<file path="config.mk">
export PLATFORM = sky130hd
export DESIGN_NAME = rs_top
export DESIGN_NICKNAME = d
export VERILOG_FILES = /design/src/hdl/rs_cfg_pkg.sv /design/src/hdl/rs_types_pkg.sv /design/src/hdl/rs_top.sv /design/src/hdl/rs_issue_select.sv /design/src/hdl/rs_single_entry.sv /design/src/hdl/rs_alloc.sv
export SDC_FILE = /design/constraint.sdc
export NUM_CORES = 1
export LEC_CHECK = 0
export ABC_CLOCK_PERIOD_IN_PS = 7700
export BUFFER_PORTS_ARGS = -buffer_cell sky130_fd_sc_hd__buf_4
export CAP_MARGIN = 20
export CORE_MARGIN = 5
export CORE_UTILIZATION = 53
export CTS_BUF_LIST = sky130_fd_sc_hd__clkbuf_8 sky130_fd_sc_hd__clkbuf_16
export DETAILED_ROUTE_END_ITERATION = 16
export PLACE_DENSITY = 0.76
export SLEW_MARGIN = 20
export SYNTH_ARGS = -nofsm -noshare
export SYNTH_HDL_FRONTEND = slang
export SYNTH_SLANG_ARGS = --single-unit
export TNS_END_PERCENT = 10
</file>
<file path="constraint.sdc">
create_clock -name clock -period 7.7 [get_ports clock]
set_clock_uncertainty 0.1 [all_clocks]
set_input_delay 1.54 -clock clock [delete_from_list [all_inputs] [get_ports clock]]
set_output_delay 1.54 -clock clock [all_outputs]
set_load 0.02 [all_outputs]
</file>
<file path="src/hdl/rs_cfg_pkg.sv">
// ================================================
// Sizes of the reservation station
// Tag width follows the physical register count
// Immediate field must stay as wide as a tag
// ================================================

package rs_cfg_pkg;

    // Station slots
    localparam int RS_ENTRIES = 8;

    // Physical register file and tag width
    localparam int PHYS_REGS = 64;
    localparam int TAG_W     = $clog2(PHYS_REGS);

    // Result broadcasts per cycle
    localparam int CDB_WIDTH = 2;

    // Functional-unit classes, 0 is ALU and 1 is memory
    localparam int FU_NUM = 2;
    localparam int FU_W   = $clog2(FU_NUM);

    // ROB index and immediate widths
    localparam int ROB_W = 5;
    localparam int IMM_W = TAG_W;

endpackage
</file>
<file path="src/hdl/rs_types_pkg.sv">
// ================================================
// Packet and broadcast formats of the station
// Second operand is a tag or an immediate
// Only tags are carried, never register values
// ================================================

package rs_types_pkg;

    import rs_cfg_pkg::*;

    // Second operand word, decoded by use_imm
    typedef union packed {
        logic [TAG_W-1:0] src2_tag;
        logic [IMM_W-1:0] imm;
    } operand2_u;

    // ================================================
    // Dispatch side
    // ================================================

    // Renamed instruction as it leaves dispatch
    typedef struct packed {
        logic             valid;
        logic [FU_W-1:0]  fu_type;
        logic [ROB_W-1:0] rob_idx;
        logic [TAG_W-1:0] dest_tag;
        logic [TAG_W-1:0] src1_tag;
        logic             src1_ready;
        logic             use_imm;
        operand2_u        op2;
        logic             src2_ready;
    } disp_packet_t;

    // One CDB lane
    typedef struct packed {
        logic             valid;
        logic [TAG_W-1:0] tag;
    } cdb_t;

    // ================================================
    // Issue side
    // ================================================

    // Fields a functional unit needs
    typedef struct packed {
        logic [ROB_W-1:0] rob_idx;
        logic [TAG_W-1:0] dest_tag;
        logic [TAG_W-1:0] src1_tag;
        logic             use_imm;
        operand2_u        op2;
    } issue_pkt_t;

endpackage

</file>
<file path="src/hdl/rs_top.sv">
// ================================================
// Reservation station top level
// Allocator, slot array and per-class selector
// No back-pressure from the functional units
// ================================================
`timescale 1ns/1ns

module rs_top
    import rs_cfg_pkg::*;
    import rs_types_pkg::*;
(
    input  logic                        clock,
    input  logic                        reset,
    input  logic                        flush_i,
    input  logic                        disp_en_i,
    input  disp_packet_t                disp_pkt_i,
    input  cdb_t [CDB_WIDTH-1:0]        cdb_i,
    output logic                        full_o,
    output logic [FU_NUM-1:0]           issue_valid_o,
    output issue_pkt_t [FU_NUM-1:0]     issue_pkt_o
);

    // Per-slot status and data
    logic [RS_ENTRIES-1:0]           entry_empty;
    logic [RS_ENTRIES-1:0]           entry_write;
    logic [RS_ENTRIES-1:0]           entry_ready;
    logic [RS_ENTRIES-1:0][FU_W-1:0] entry_fu;
    issue_pkt_t [RS_ENTRIES-1:0]     entry_pkt;
    logic [RS_ENTRIES-1:0]           grant;

    // ================================================
    // Dispatch allocation
    // ================================================
    rs_alloc u_alloc (
        .disp_en_i        (disp_en_i),
        .disp_pkt_valid_i (disp_pkt_i.valid),
        .entry_empty_i    (entry_empty),
        .entry_write_o    (entry_write),
        .full_o           (full_o)
    );

    // Slot array
    for (genvar i = 0; i < RS_ENTRIES; i++) begin : g_entry
        rs_single_entry u_entry (
            .clock       (clock),
            .reset       (reset),
            .flush_i     (flush_i),
            .write_i     (entry_write[i]),
            .disp_pkt_i  (disp_pkt_i),
            .cdb_i       (cdb_i),
            .issue_i     (grant[i]),
            .empty_o     (entry_empty[i]),
            .ready_o     (entry_ready[i]),
            .fu_type_o   (entry_fu[i]),
            .issue_pkt_o (entry_pkt[i])
        );
    end

    // Issue selection
    rs_issue_select u_select (
        .entry_ready_i (entry_ready),
        .entry_fu_i    (entry_fu),
        .entry_pkt_i   (entry_pkt),
        .grant_o       (grant),
        .issue_valid_o (issue_valid_o),
        .issue_pkt_o   (issue_pkt_o)
    );

endmodule

</file>
<file path="src/hdl/rs_issue_select.sv">
// ================================================
// Issue selection per functional-unit class
// Lowest ready slot of a class wins, no age order
// Units always accept, so a grant is an issue
// ================================================
`timescale 1ns/1ns

module rs_issue_select
    import rs_cfg_pkg::*;
    import rs_types_pkg::*;
(
    input  logic [RS_ENTRIES-1:0]            entry_ready_i,
    input  logic [RS_ENTRIES-1:0][FU_W-1:0]  entry_fu_i,
    input  issue_pkt_t [RS_ENTRIES-1:0]      entry_pkt_i,
    output logic [RS_ENTRIES-1:0]            grant_o,
    output logic [FU_NUM-1:0]                issue_valid_o,
    output issue_pkt_t [FU_NUM-1:0]          issue_pkt_o
);

    // Per-class ready vectors
    logic [FU_NUM-1:0][RS_ENTRIES-1:0] class_ready;

    // Split ready bits by class
    always_comb begin
        for (int c = 0; c < FU_NUM; c++) begin
            for (int i = 0; i < RS_ENTRIES; i++) begin
                class_ready[c][i] = entry_ready_i[i] && (entry_fu_i[i] == FU_W'(c));
            end
        end
    end

    // ================================================
    // Priority pick
    // ================================================
    always_comb begin
        grant_o       = '0;
        issue_valid_o = '0;
        issue_pkt_o   = '0;
        for (int c = 0; c < FU_NUM; c++) begin
            // Search from slot 0, first ready slot of the class
            for (int i = 0; i < RS_ENTRIES; i++) begin
                if (class_ready[c][i] && !issue_valid_o[c]) begin
                    issue_valid_o[c] = 1'b1;
                    grant_o[i]       = 1'b1;
                    issue_pkt_o[c]   = entry_pkt_i[i];
                end
            end
        end
    end

    // Each slot belongs to one class, so grants never collide

endmodule

</file>
<file path="src/hdl/rs_single_entry.sv">
// ================================================
// One reservation station slot
// Write strobe must only hit an empty slot
// Wakeup also applies to the packet being written
// ================================================
`timescale 1ns/1ns

module rs_single_entry
    import rs_cfg_pkg::*;
    import rs_types_pkg::*;
(
    input  logic                        clock,
    input  logic                        reset,
    input  logic                        flush_i,
    input  logic                        write_i,
    input  disp_packet_t                disp_pkt_i,
    input  cdb_t [CDB_WIDTH-1:0]        cdb_i,
    input  logic                        issue_i,
    output logic                        empty_o,
    output logic                        ready_o,
    output logic [FU_W-1:0]             fu_type_o,
    output issue_pkt_t                  issue_pkt_o
);

    // Slot occupied flag
    logic         busy_q;
    // Held instruction and its next value
    disp_packet_t entry_q;
    disp_packet_t entry_d;

    // Any valid CDB lane carrying this tag
    function automatic logic cdb_hit(input logic [TAG_W-1:0] tag);
        logic hit;
        hit = 1'b0;
        for (int k = 0; k < CDB_WIDTH; k++) begin
            hit = hit | (cdb_i[k].valid && (cdb_i[k].tag == tag));
        end
        return hit;
    endfunction

    // ================================================
    // Wakeup and capture
    // ================================================
    always_comb begin
        entry_d = entry_q;
        // Resident instruction accumulates ready bits
        entry_d.src1_ready = entry_q.src1_ready | cdb_hit(entry_q.src1_tag);
        entry_d.src2_ready = entry_q.src2_ready
                           | (!entry_q.use_imm && cdb_hit(entry_q.op2.src2_tag));
        if (write_i) begin
            entry_d = disp_pkt_i;
            // Same-cycle broadcast is caught on the way in
            entry_d.src1_ready = disp_pkt_i.src1_ready | cdb_hit(disp_pkt_i.src1_tag);
            // Immediate counts as ready, never matched
            entry_d.src2_ready = disp_pkt_i.use_imm | disp_pkt_i.src2_ready
                               | cdb_hit(disp_pkt_i.op2.src2_tag);
        end
    end

    // Payload
    always_ff @(posedge clock) begin
        entry_q <= entry_d;
    end

    // Occupancy, flush wins over dispatch
    always_ff @(posedge clock) begin
        if (reset || flush_i) begin
            busy_q <= 1'b0;
        end else if (write_i) begin
            busy_q <= 1'b1;
        end else if (issue_i) begin
            busy_q <= 1'b0;
        end
    end

    // ================================================
    // Outputs
    // ================================================
    assign empty_o   = !busy_q;
    assign ready_o   = busy_q && entry_q.src1_ready && entry_q.src2_ready;
    assign fu_type_o = entry_q.fu_type;

    // Unit-facing view of the held instruction
    assign issue_pkt_o.rob_idx  = entry_q.rob_idx;
    assign issue_pkt_o.dest_tag = entry_q.dest_tag;
    assign issue_pkt_o.src1_tag = entry_q.src1_tag;
    assign issue_pkt_o.use_imm  = entry_q.use_imm;
    assign issue_pkt_o.op2      = entry_q.op2;

endmodule

</file>
<file path="src/hdl/rs_alloc.sv">
// ================================================
// Slot allocator for dispatch
// Lowest empty slot wins, one write per cycle
// Dispatch while full is silently dropped
// ================================================
`timescale 1ns/1ns

module rs_alloc
    import rs_cfg_pkg::*;
(
    input  logic                  disp_en_i,
    input  logic                  disp_pkt_valid_i,
    input  logic [RS_ENTRIES-1:0] entry_empty_i,
    output logic [RS_ENTRIES-1:0] entry_write_o,
    output logic                  full_o
);

    // Lowest empty slot as a one-hot mask
    logic [RS_ENTRIES-1:0] first_empty;

    // Combined dispatch request
    logic                  disp_req;

    assign disp_req = disp_en_i && disp_pkt_valid_i;

    // Priority search from slot 0 upwards
    always_comb begin
        first_empty = '0;
        for (int i = 0; i < RS_ENTRIES; i++) begin
            // Stop at the first hit
            if (entry_empty_i[i] && (first_empty == '0)) begin
                first_empty[i] = 1'b1;
            end
        end
    end

    // Steer the strobe, nothing when no slot is free
    assign entry_write_o = disp_req ? first_empty : '0;

    // Full when no slot reports empty
    assign full_o = ~|entry_empty_i;

endmodule

</file>
# == Word-level counts from Yosys, hierarchy flattened ==
# Index checks and enable logic that the tools add are counted.
# classes
bitwise_logic,45
reduce_logical,145
mux,80
eq_ne,36
# ops
op,n
two-way mux 24 bit,16
equality test 6 bit,36
logical AND 1 bit,98
two-way mux 9 bit,8
two-way mux 1 bit,55
OR 1 bit,37
zero test 1 bit,31
nonzero test 2 bit,8
two-way mux 8 bit,1
NOT 1 bit,8
OR reduction 8 bit,1
zero test 7 bit,1
zero test 6 bit,1
zero test 5 bit,1
zero test 4 bit,1
zero test 3 bit,1
zero test 2 bit,1
logical OR 1 bit,1
# totals
regBits,224
out_inout_bits,51

# == Logic depth before layout (Yosys ltp) ==
# Gate-level depths: netlist of the first run.
# logic_depth
depth_word,28
depth_mapped,8
depth_no_buf,6

# == Cells and area by module ==
# From an unflattened synthesis of the first run, not the netlist that was laid out.
# hier_totals
hier_cells,1507
area_unflattened_um2,16047.9
# modules_own_cells
mod,area_each_um2,cells_each,n_inst
rs_single_entry,1635.3,132,8
rs_issue_select,2835.2,434,1
rs_alloc,130.1,17,1

# == Least setup slack after synthesis of the first run ==
# No wires, ideal clock.
# synth_timing
path_kind,input port to flip-flop
start,in disp_en_i
end,reg g_entry[4].u_entry.entry_q[0] (netlist name)
t_arrival_ns,3.607
setup_ns,0.120
slack_ns,3.874
path_stages,5
cell_sequence,nand3_2 or2_1 nor3b_2 or3b_1 o31a_1
# synth_rtl
item,line,text
from (decl),rs_top.sv:15,"input logic disp_en_i,"
to (signal assigned),rs_single_entry.sv:62,entry_q <= entry_d;
to (decl),rs_single_entry.sv:28,disp_packet_t entry_q;

==> results of run 1 <==
-- path summary, 6_finish.rpt --
| kind | cells after the start | end | slack (ps) |
|---|---|---|---|
| worst min-delay path | 2 | g_entry[7].u_entry.entry_q[0] | 390 |
| worst min register to register | 2 | g_entry[7].u_entry.entry_q[0] | 390 |
| worst max-delay path | 6 | issue_pkt_o[15] | 1930 |
| worst max register to register | 5 | g_entry[4].u_entry.busy_q | 4270 |
-- per-layer routing --
layer	track usage (%)	wire (um)
met1	42.7	16600
met5	0	0
met3	10.7	7610
met2	50.3	20800
met4	17.9	3530
-- tightest hold or removal path: stages, from the launching register on --
cell     delay, ps
dfxtp_1        320
inv_1           60
a31oi_1         60
-- flip-flops by register name, summed over array words and instances, names as in the netlist --
name                         count
g_entry.u_entry.issue_pkt_o    192
g_entry.u_entry.entry_q         16
g_entry.u_entry.fu_type_o        8
g_entry.u_entry.busy_q           8
-- power breakdown --
| group | switching [mW] | internal, mW | total, mW |
|---|---|---|---|
| registers | 0.0336 | 1.35 | 1.38 |
| logic | 0.128 | 0.0777 | 0.206 |
| clock network | 0.492 | 0.720 | 1.21 |
-- synthesized netlist by cell type (8+ instances only) --
master / n / area [um^2]
or4_1: 12 / 90.1
o21ai_0: 27 / 135
a211oi_1: 15 / 113
o221ai_1: 10 / 87.6
mux2i_1: 8 / 80.1
o22a_1: 14 / 123
edfxtp_1: 200 / 6010
nor2_1: 70 / 263
o211ai_1: 12 / 90.1
nand2_1: 81 / 304
o21ai_1: 16 / 80.1
xnor2_1: 108 / 946
inv_1: 8 / 30.0
a31oi_1: 29 / 181
and4_1: 8 / 70.1
a22oi_1: 12 / 90.1
nor4_1: 33 / 206
clkbuf_1: 35 / 131
nand4_1: 44 / 275
o22ai_1: 50 / 313
xor2_1: 108 / 946
nand3_1: 44 / 220
dfxtp_1: 24 / 480
a21oi_1: 63 / 315
a32oi_1: 17 / 149
buf_2: 52 / 260
a221oi_1: 11 / 96.3
-- per-stage QoR --
stage | hold WS, ps | cell area [um^2] | utilization, % | instances
after global routing | 430 | 14600 | 60.5 | 1591
after floorplan | 349 | 13000 | - | 1200
after detailed placement | 381 | 13800 | 57.2 | 1546
after CTS | 388 | 14600 | 60.5 | 1590
final | 393 | 14600 | 60.6 | 1592
after global placement | 370 | 13800 | 57.2 | 1546
-- layout make-up --
type / instances / area (um^2)
Clock buffer: 25 / 626
Tap cell: 324 / 405
Multi-Input combinational cell: 874 / 6030
Sequential cell: 224 / 6490
Timing Repair Buffer: 116 / 871
Clock inverter: 19 / 189
Antenna cell: 2 / 5.00
Inverter: 8 / 30.0
Fill cell: 1914 / 9540
-- kinds of logic after synthesis --
kind of cell | after synthesis | share of synthesized area, %
XOR/XNOR | 216 | 14.6
flip-flops | 224 | 50.1
buffers and inverters | 102 | 3.72
multiplexers | 8 | 0.618
AND/OR/NAND/NOR | 339 | 14.5
AO/OA/AOI/OAI | 311 | 16.5
==> flow_summary_export.csv, run 1 <==
group,metric,value,unit
floorplanning,start_util,53.6,%
yosys,synth-async-reset-ratio,0,%
sta,fin_ws,1930,ps
finish,layout_commonest_cell,"edfxtp_1",
global_route,grt_max_degree,52,
finish,final_cell_mix,"edfxtp_1, buf_4, xor2_1, xnor2_1, nand2_1",
detailed_routing,drtIter0Drc,2309,
critical_path,startpoint_type,"flop",
critical_path,path_delay_family,"simple AND/OR/NAND/NOR gates",
clock_network,post_cts_resized,0,
pwr,powerDensity,191,nW/um^2
finish,layout.nets,1295,
critical_path,path_max_fanout,51,
clock_network,cts_tree,"yes",
floorplanning,design.core.area,24200,um^2
pwr,power.leakage,4.96,nW
sta,rsz0062_at_grt,"false",
critical_path,required,6060,ps
yosys,seq_area_frac_synth,50.1,%
global_route,grt_pass1_vias,11000,
sta,final-hold-violation-count,0,
floorplanning,die-area,27700,um^2
clock_network,cts_buffers,25,
sta,timing.final.crit_period,5770,ps
outcome,outcome,"finished clean",
yosys,syn_avg_cell_area,10.8,um^2
critical_path,worstSetupEndpointType,"primary output",
clock_network,cts_root_buf,"clkbuf_16",
pwr,vdd_drop_max,0.192,mV
yosys,synth_seq_cells,224,
detailed_routing,drc_errors,0,
min_path,min_from,"g_entry[7].u_entry.entry_q[0]",
pwr,power,2.80,mW
sta,final.setup.tns,0,ps
clock_network,post_cts_buffers,0,
min_path,hold_path.class,"reg -> reg",
yosys,synth_edf_count,200,
detailed_routing,num_vias,11500,
flow_run,max_cap_viol_count,0,
global_route,antenna_found_initial,1,
detailed_routing,drtAntennaViolNets,0,
detailed_routing,routed_via_density,7.23,
detailed_routing,wl_per_cell,30.5,um
placed_design,place_congestion,1.02,
sta,setup-violations-final,0,
detailed_routing,firstDrtPassIters,7,
yosys,synth_cells,1200,
detailed_routing,wl,48.6,mm
floorplanning,chipWidth,166,um
sta,fmax,0.173,GHz
sta,slew_viol_final,0,
finish,drive_gt1_share,14.4,%
yosys,synth_cell_type_count,64,
yosys,yosys_most_used_dff,"edfxtp_1",
critical_path,crit_type,"reg -> out",
clock_network,clk_latency,530,ps
critical_path,arrival,4130,ps
sta,finalCritPeriodShare,75.0,%
critical_path,slowest_stage,"nand3_2",
clock_network,cts.sinks,224,
placed_design,pre_cts_ws,2670,ps
floorplanning,ios,97,
yosys,ys_warn_count,0,
clock_network,cts_hold_buffers,0,
critical_path,rr_startpoint,"g_entry[0].u_entry.busy_q",
global_route,grt_pass1_wl,70.5,mm
yosys,syn-cell-area,13000,um^2
clock_network,cts_max_level,1,
global_route,overflow,0,
clock_network,clockBufferDepth,3,
critical_path,crit_start,"g_entry[0].u_entry.busy_q",
clock_network,clk_pin_slew,60,ps
yosys,synth_nets,1246,
sta,slew_headroom,14.9,%
critical_path,max_stage_delay,840,ps
global_route,grtUsageTotal,33.3,%
sta,tightestPinTransition,1280,ps
placed_design,dp_hpwl,30.6,mm
placed_design,io_buffers,96,
critical_path,cp_cell_sequence,"nand4b_4 > nand3_2 > or2_1 > o22ai_1 > a32oi_1 > buf_4",
floorplanning,num_rows,57,
critical_path,crit_buf_inv,1,
floorplanning,fp.dieH,166,um
finish,area_growth,13.0,%
Note: power is estimated with default switching activity, not from simulation.
==> run 2, diff against run 1 <==
Settings changed: ABC_AREA set to 1, ABC_CLOCK_PERIOD_IN_PS 7700 to 5200, PLACE_DENSITY 0.76 to 0.78.
Clock period 7.7 ns to 5.2 ns, I/O delays scaled along.
==> run 2 against run 1 <==
Critical path depth up 3. Routed wire length grew 4.1%. Worst hold slack improved by 0.87 ps. Clock power up 45%. Largest cell class unchanged.
==> flow_summary_export.csv, run 2 <==
group,metric,value,unit
finish,n_fill_cell,2133,
min_path,hold_path.class,"reg -> reg",
sta,rsz0062_at_grt,"false",
yosys,synth_nets,1625,
sta,slew_viol_final,0,
critical_path,arrival,3510,ps
yosys,synth-async-reset-ratio,0,%
sta,finalCritPeriodShare,89.4,%
yosys,synth_seq_cells,224,
clock_network,post_cts_buffers,0,
finish,largest_reg_flops,192,
pwr,power.leakage,6.05,nW
yosys,synth_most_common_cell,"nand2_1",
yosys,synth_edf_count,200,
clock_network,cts_max_level,1,
yosys,synth_area_leader_cell,"edfxtp_1",
floorplanning,start_util,54.0,%
critical_path,startpoint_type,"flop",
sta,fmax,0.215,GHz
critical_path,rr_startpoint,"g_entry[0].u_entry.busy_q",
sta,final-hold-violation-count,0,
critical_path,crit_buf_inv,2,
yosys,ys_warn_count,0,
clock_network,clk_latency,540,ps
clock_network,post_cts_resized,0,
pwr,powerDensity,275,nW/um^2
detailed_routing,drtAntennaViolNets,0,
global_route,grt_pass1_wl,74.7,mm
sta,timing.final.crit_period,4650,ps
floorplanning,ios,97,
placed_design,dp_hpwl,33.1,mm
yosys,synth_top_area_share,45.4,%
global_route,overflow,0,
yosys,syn_avg_cell_area,8.37,um^2
critical_path,worstSetupEndpointType,"primary output",
outcome,outcome,"finished clean",
finish,final_cell_mix,"nand2_1, nor2_1, inv_1, edfxtp_1, o22ai_1",
yosys,seq_area_frac_synth,49.1,%
global_route,grtUsageTotal,34.6,%
critical_path,max_stage_delay,660,ps
finish,stdcell_area,14900,um^2
placed_design,place_congestion,1.01,
global_route,grt_max_degree,30,
critical_path,path_max_fanout,25,
flow_run,max_cap_viol_count,0,
finish,area_growth,13.0,%
floorplanning,design.core.area,24500,um^2
clock_network,cts_tree,"yes",
clock_network,cts_root_buf,"clkbuf_16",
sta,setup-violations-final,0,
floorplanning,num_rows,57,
clock_network,cts_hold_buffers,0,
sta,slew_headroom,27.0,%
clock_network,cts.sinks,224,
placed_design,place_area,14100,um^2
yosys,yosys_most_used_dff,"edfxtp_1",
critical_path,required,4060,ps
detailed_routing,drc_errors,0,
clock_network,cts_buffers,26,
global_route,grt_pass1_vias,12500,
placed_design,pre_cts_ws,1220,ps
finish,drive_gt1_share,12.0,%
floorplanning,die-area,28200,um^2
global_route,antenna_found_initial,1,
critical_path,path_delay_family,"simple AND/OR/NAND/NOR gates",
yosys,synth_cell_type_count,45,
detailed_routing,drtIter0Drc,1733,
detailed_routing,routed_via_density,6.44,
min_path,min_from,"g_entry[5].u_entry.entry_q[8]",
detailed_routing,num_vias,12800,
yosys,synth_cells,1579,
critical_path,crit_start,"g_entry[0].u_entry.busy_q",
placed_design,placed_cells,1938,
sta,final.setup.tns,0,ps
critical_path,cp_cell_sequence,"nand4_2 > buf_4 > nand2_2 > o22ai_1 > nor2_1 > nand3_1 > nor2_1 > o211ai_1 > buf_4",
detailed_routing,wl,50.6,mm
yosys,syn-cell-area,13200,um^2
clock_network,clockBufferDepth,3,
finish,finalNonFillerCells,1984,
placed_design,io_buffers,96,
detailed_routing,firstDrtPassIters,6,
yosys,synth_area_leaders,"edfxtp_1, nand2_1, nor2_1, inv_1, o22ai_1",
pwr,power,4.10,mW
pwr,vdd_drop_max,0.300,mV
sta,tightestPinTransition,1090,ps
floorplanning,fp.dieH,168,um
floorplanning,chipWidth,168,um
finish,layout.nets,1688,
critical_path,crit_type,"reg -> out",
clock_network,clk_pin_slew,60,ps
detailed_routing,wl_per_cell,25.5,um
yosys,netlist_top_cells_count,"nand2_1, nor2_1, edfxtp_1, inv_1, o22ai_1",
finish,num_antenna_cells,0,
finish,layout_commonest_cell,"nand2_1",
sta,fin_ws,550,ps
critical_path,slowest_stage,"nand4_2",
==> run 2: changes by cell type in the layout (fill, tap and decap cells not counted), moves of 61 or more <==
cell / before / now
o22ai_1: 50 / 116
xor2_1: 108 / 33
nand2_1: 81 / 273
nor2_1: 67 / 229
xnor2_1: 108 / 13
inv_1: 13 / 200
nand3_1: 44 / 105
==> run 2: report_power, final <==
group	internal [mW]	switching, mW	total [mW]
clock	1.01	0.754	1.76
combinational	0.0963	0.220	0.317
sequential	1.99	0.0279	2.02
total	3.10	1.00	4.10
==> run 2: path summary, 6_finish.rpt <==
path	slack [ps]	to	depth (start not counted)
setup / recovery	550	issue_pkt_o[2]	9
hold / removal	390	g_entry[5].u_entry.entry_q[8]	2
setup reg to reg	2510	g_entry[5].u_entry.busy_q	6
hold reg to reg	390	g_entry[5].u_entry.entry_q[8]	2
==> run 2: per-stage QoR <==
| stage | util [%] | hold WS (ps) |
|---|---|---|
| 2_1_floorplan | - | 348 |
| 3_3_place_gp | 57.7 | 375 |
| 3_5_place_dp | 57.7 | 380 |
| 4_1_cts | 61.0 | 395 |
| 5_1_grt | 61.0 | 414 |
| 6_report | 61.0 | 394 |
==> run 2: kinds of logic (layout without fill, tap and decap cells) <==
family	Yosys count	in the layout	synth area share, %
and+or+nand+nor	757	757	25.9
xor gates and xnor gates	46	46	3.05
AOI/OAI and AO/OA	269	269	13.2
DFF	224	224	49.1
buffers and inverters	283	364	8.77
==> run 2: worst register-to-register path, stage by stage, from the launching register on <==
cell     delay, ps
dfxtp_1        530
nand4_2        660
nand4_1        390
nor2_2         110
nand2_2        540
nand3_1        140
a21oi_1        150
==> run 2: layer usage <==
metal  up-vias  global-route usage, %  share of wire [%]
li1       5608                      -                  -
met1      5912                   45.0                 37
met2      1023                   53.2                 44
met3       233                   7.64                 13
met4         0                   20.7                7.0
met5         -                      0                  0
==> run 2: layout make-up <==
class | count | area (um^2) | share of cell area [%]
flip-flops and latches | 224 | 6490 | 43.4
inverters | 206 | 773 | 5.18
well taps | 324 | 405 | 2.72
repair buffers | 112 | 853 | 5.72
clock buffers | 26 | 651 | 4.36
multi-input cells | 1072 | 5600 | 37.5
clock inverters | 20 | 156 | 1.05
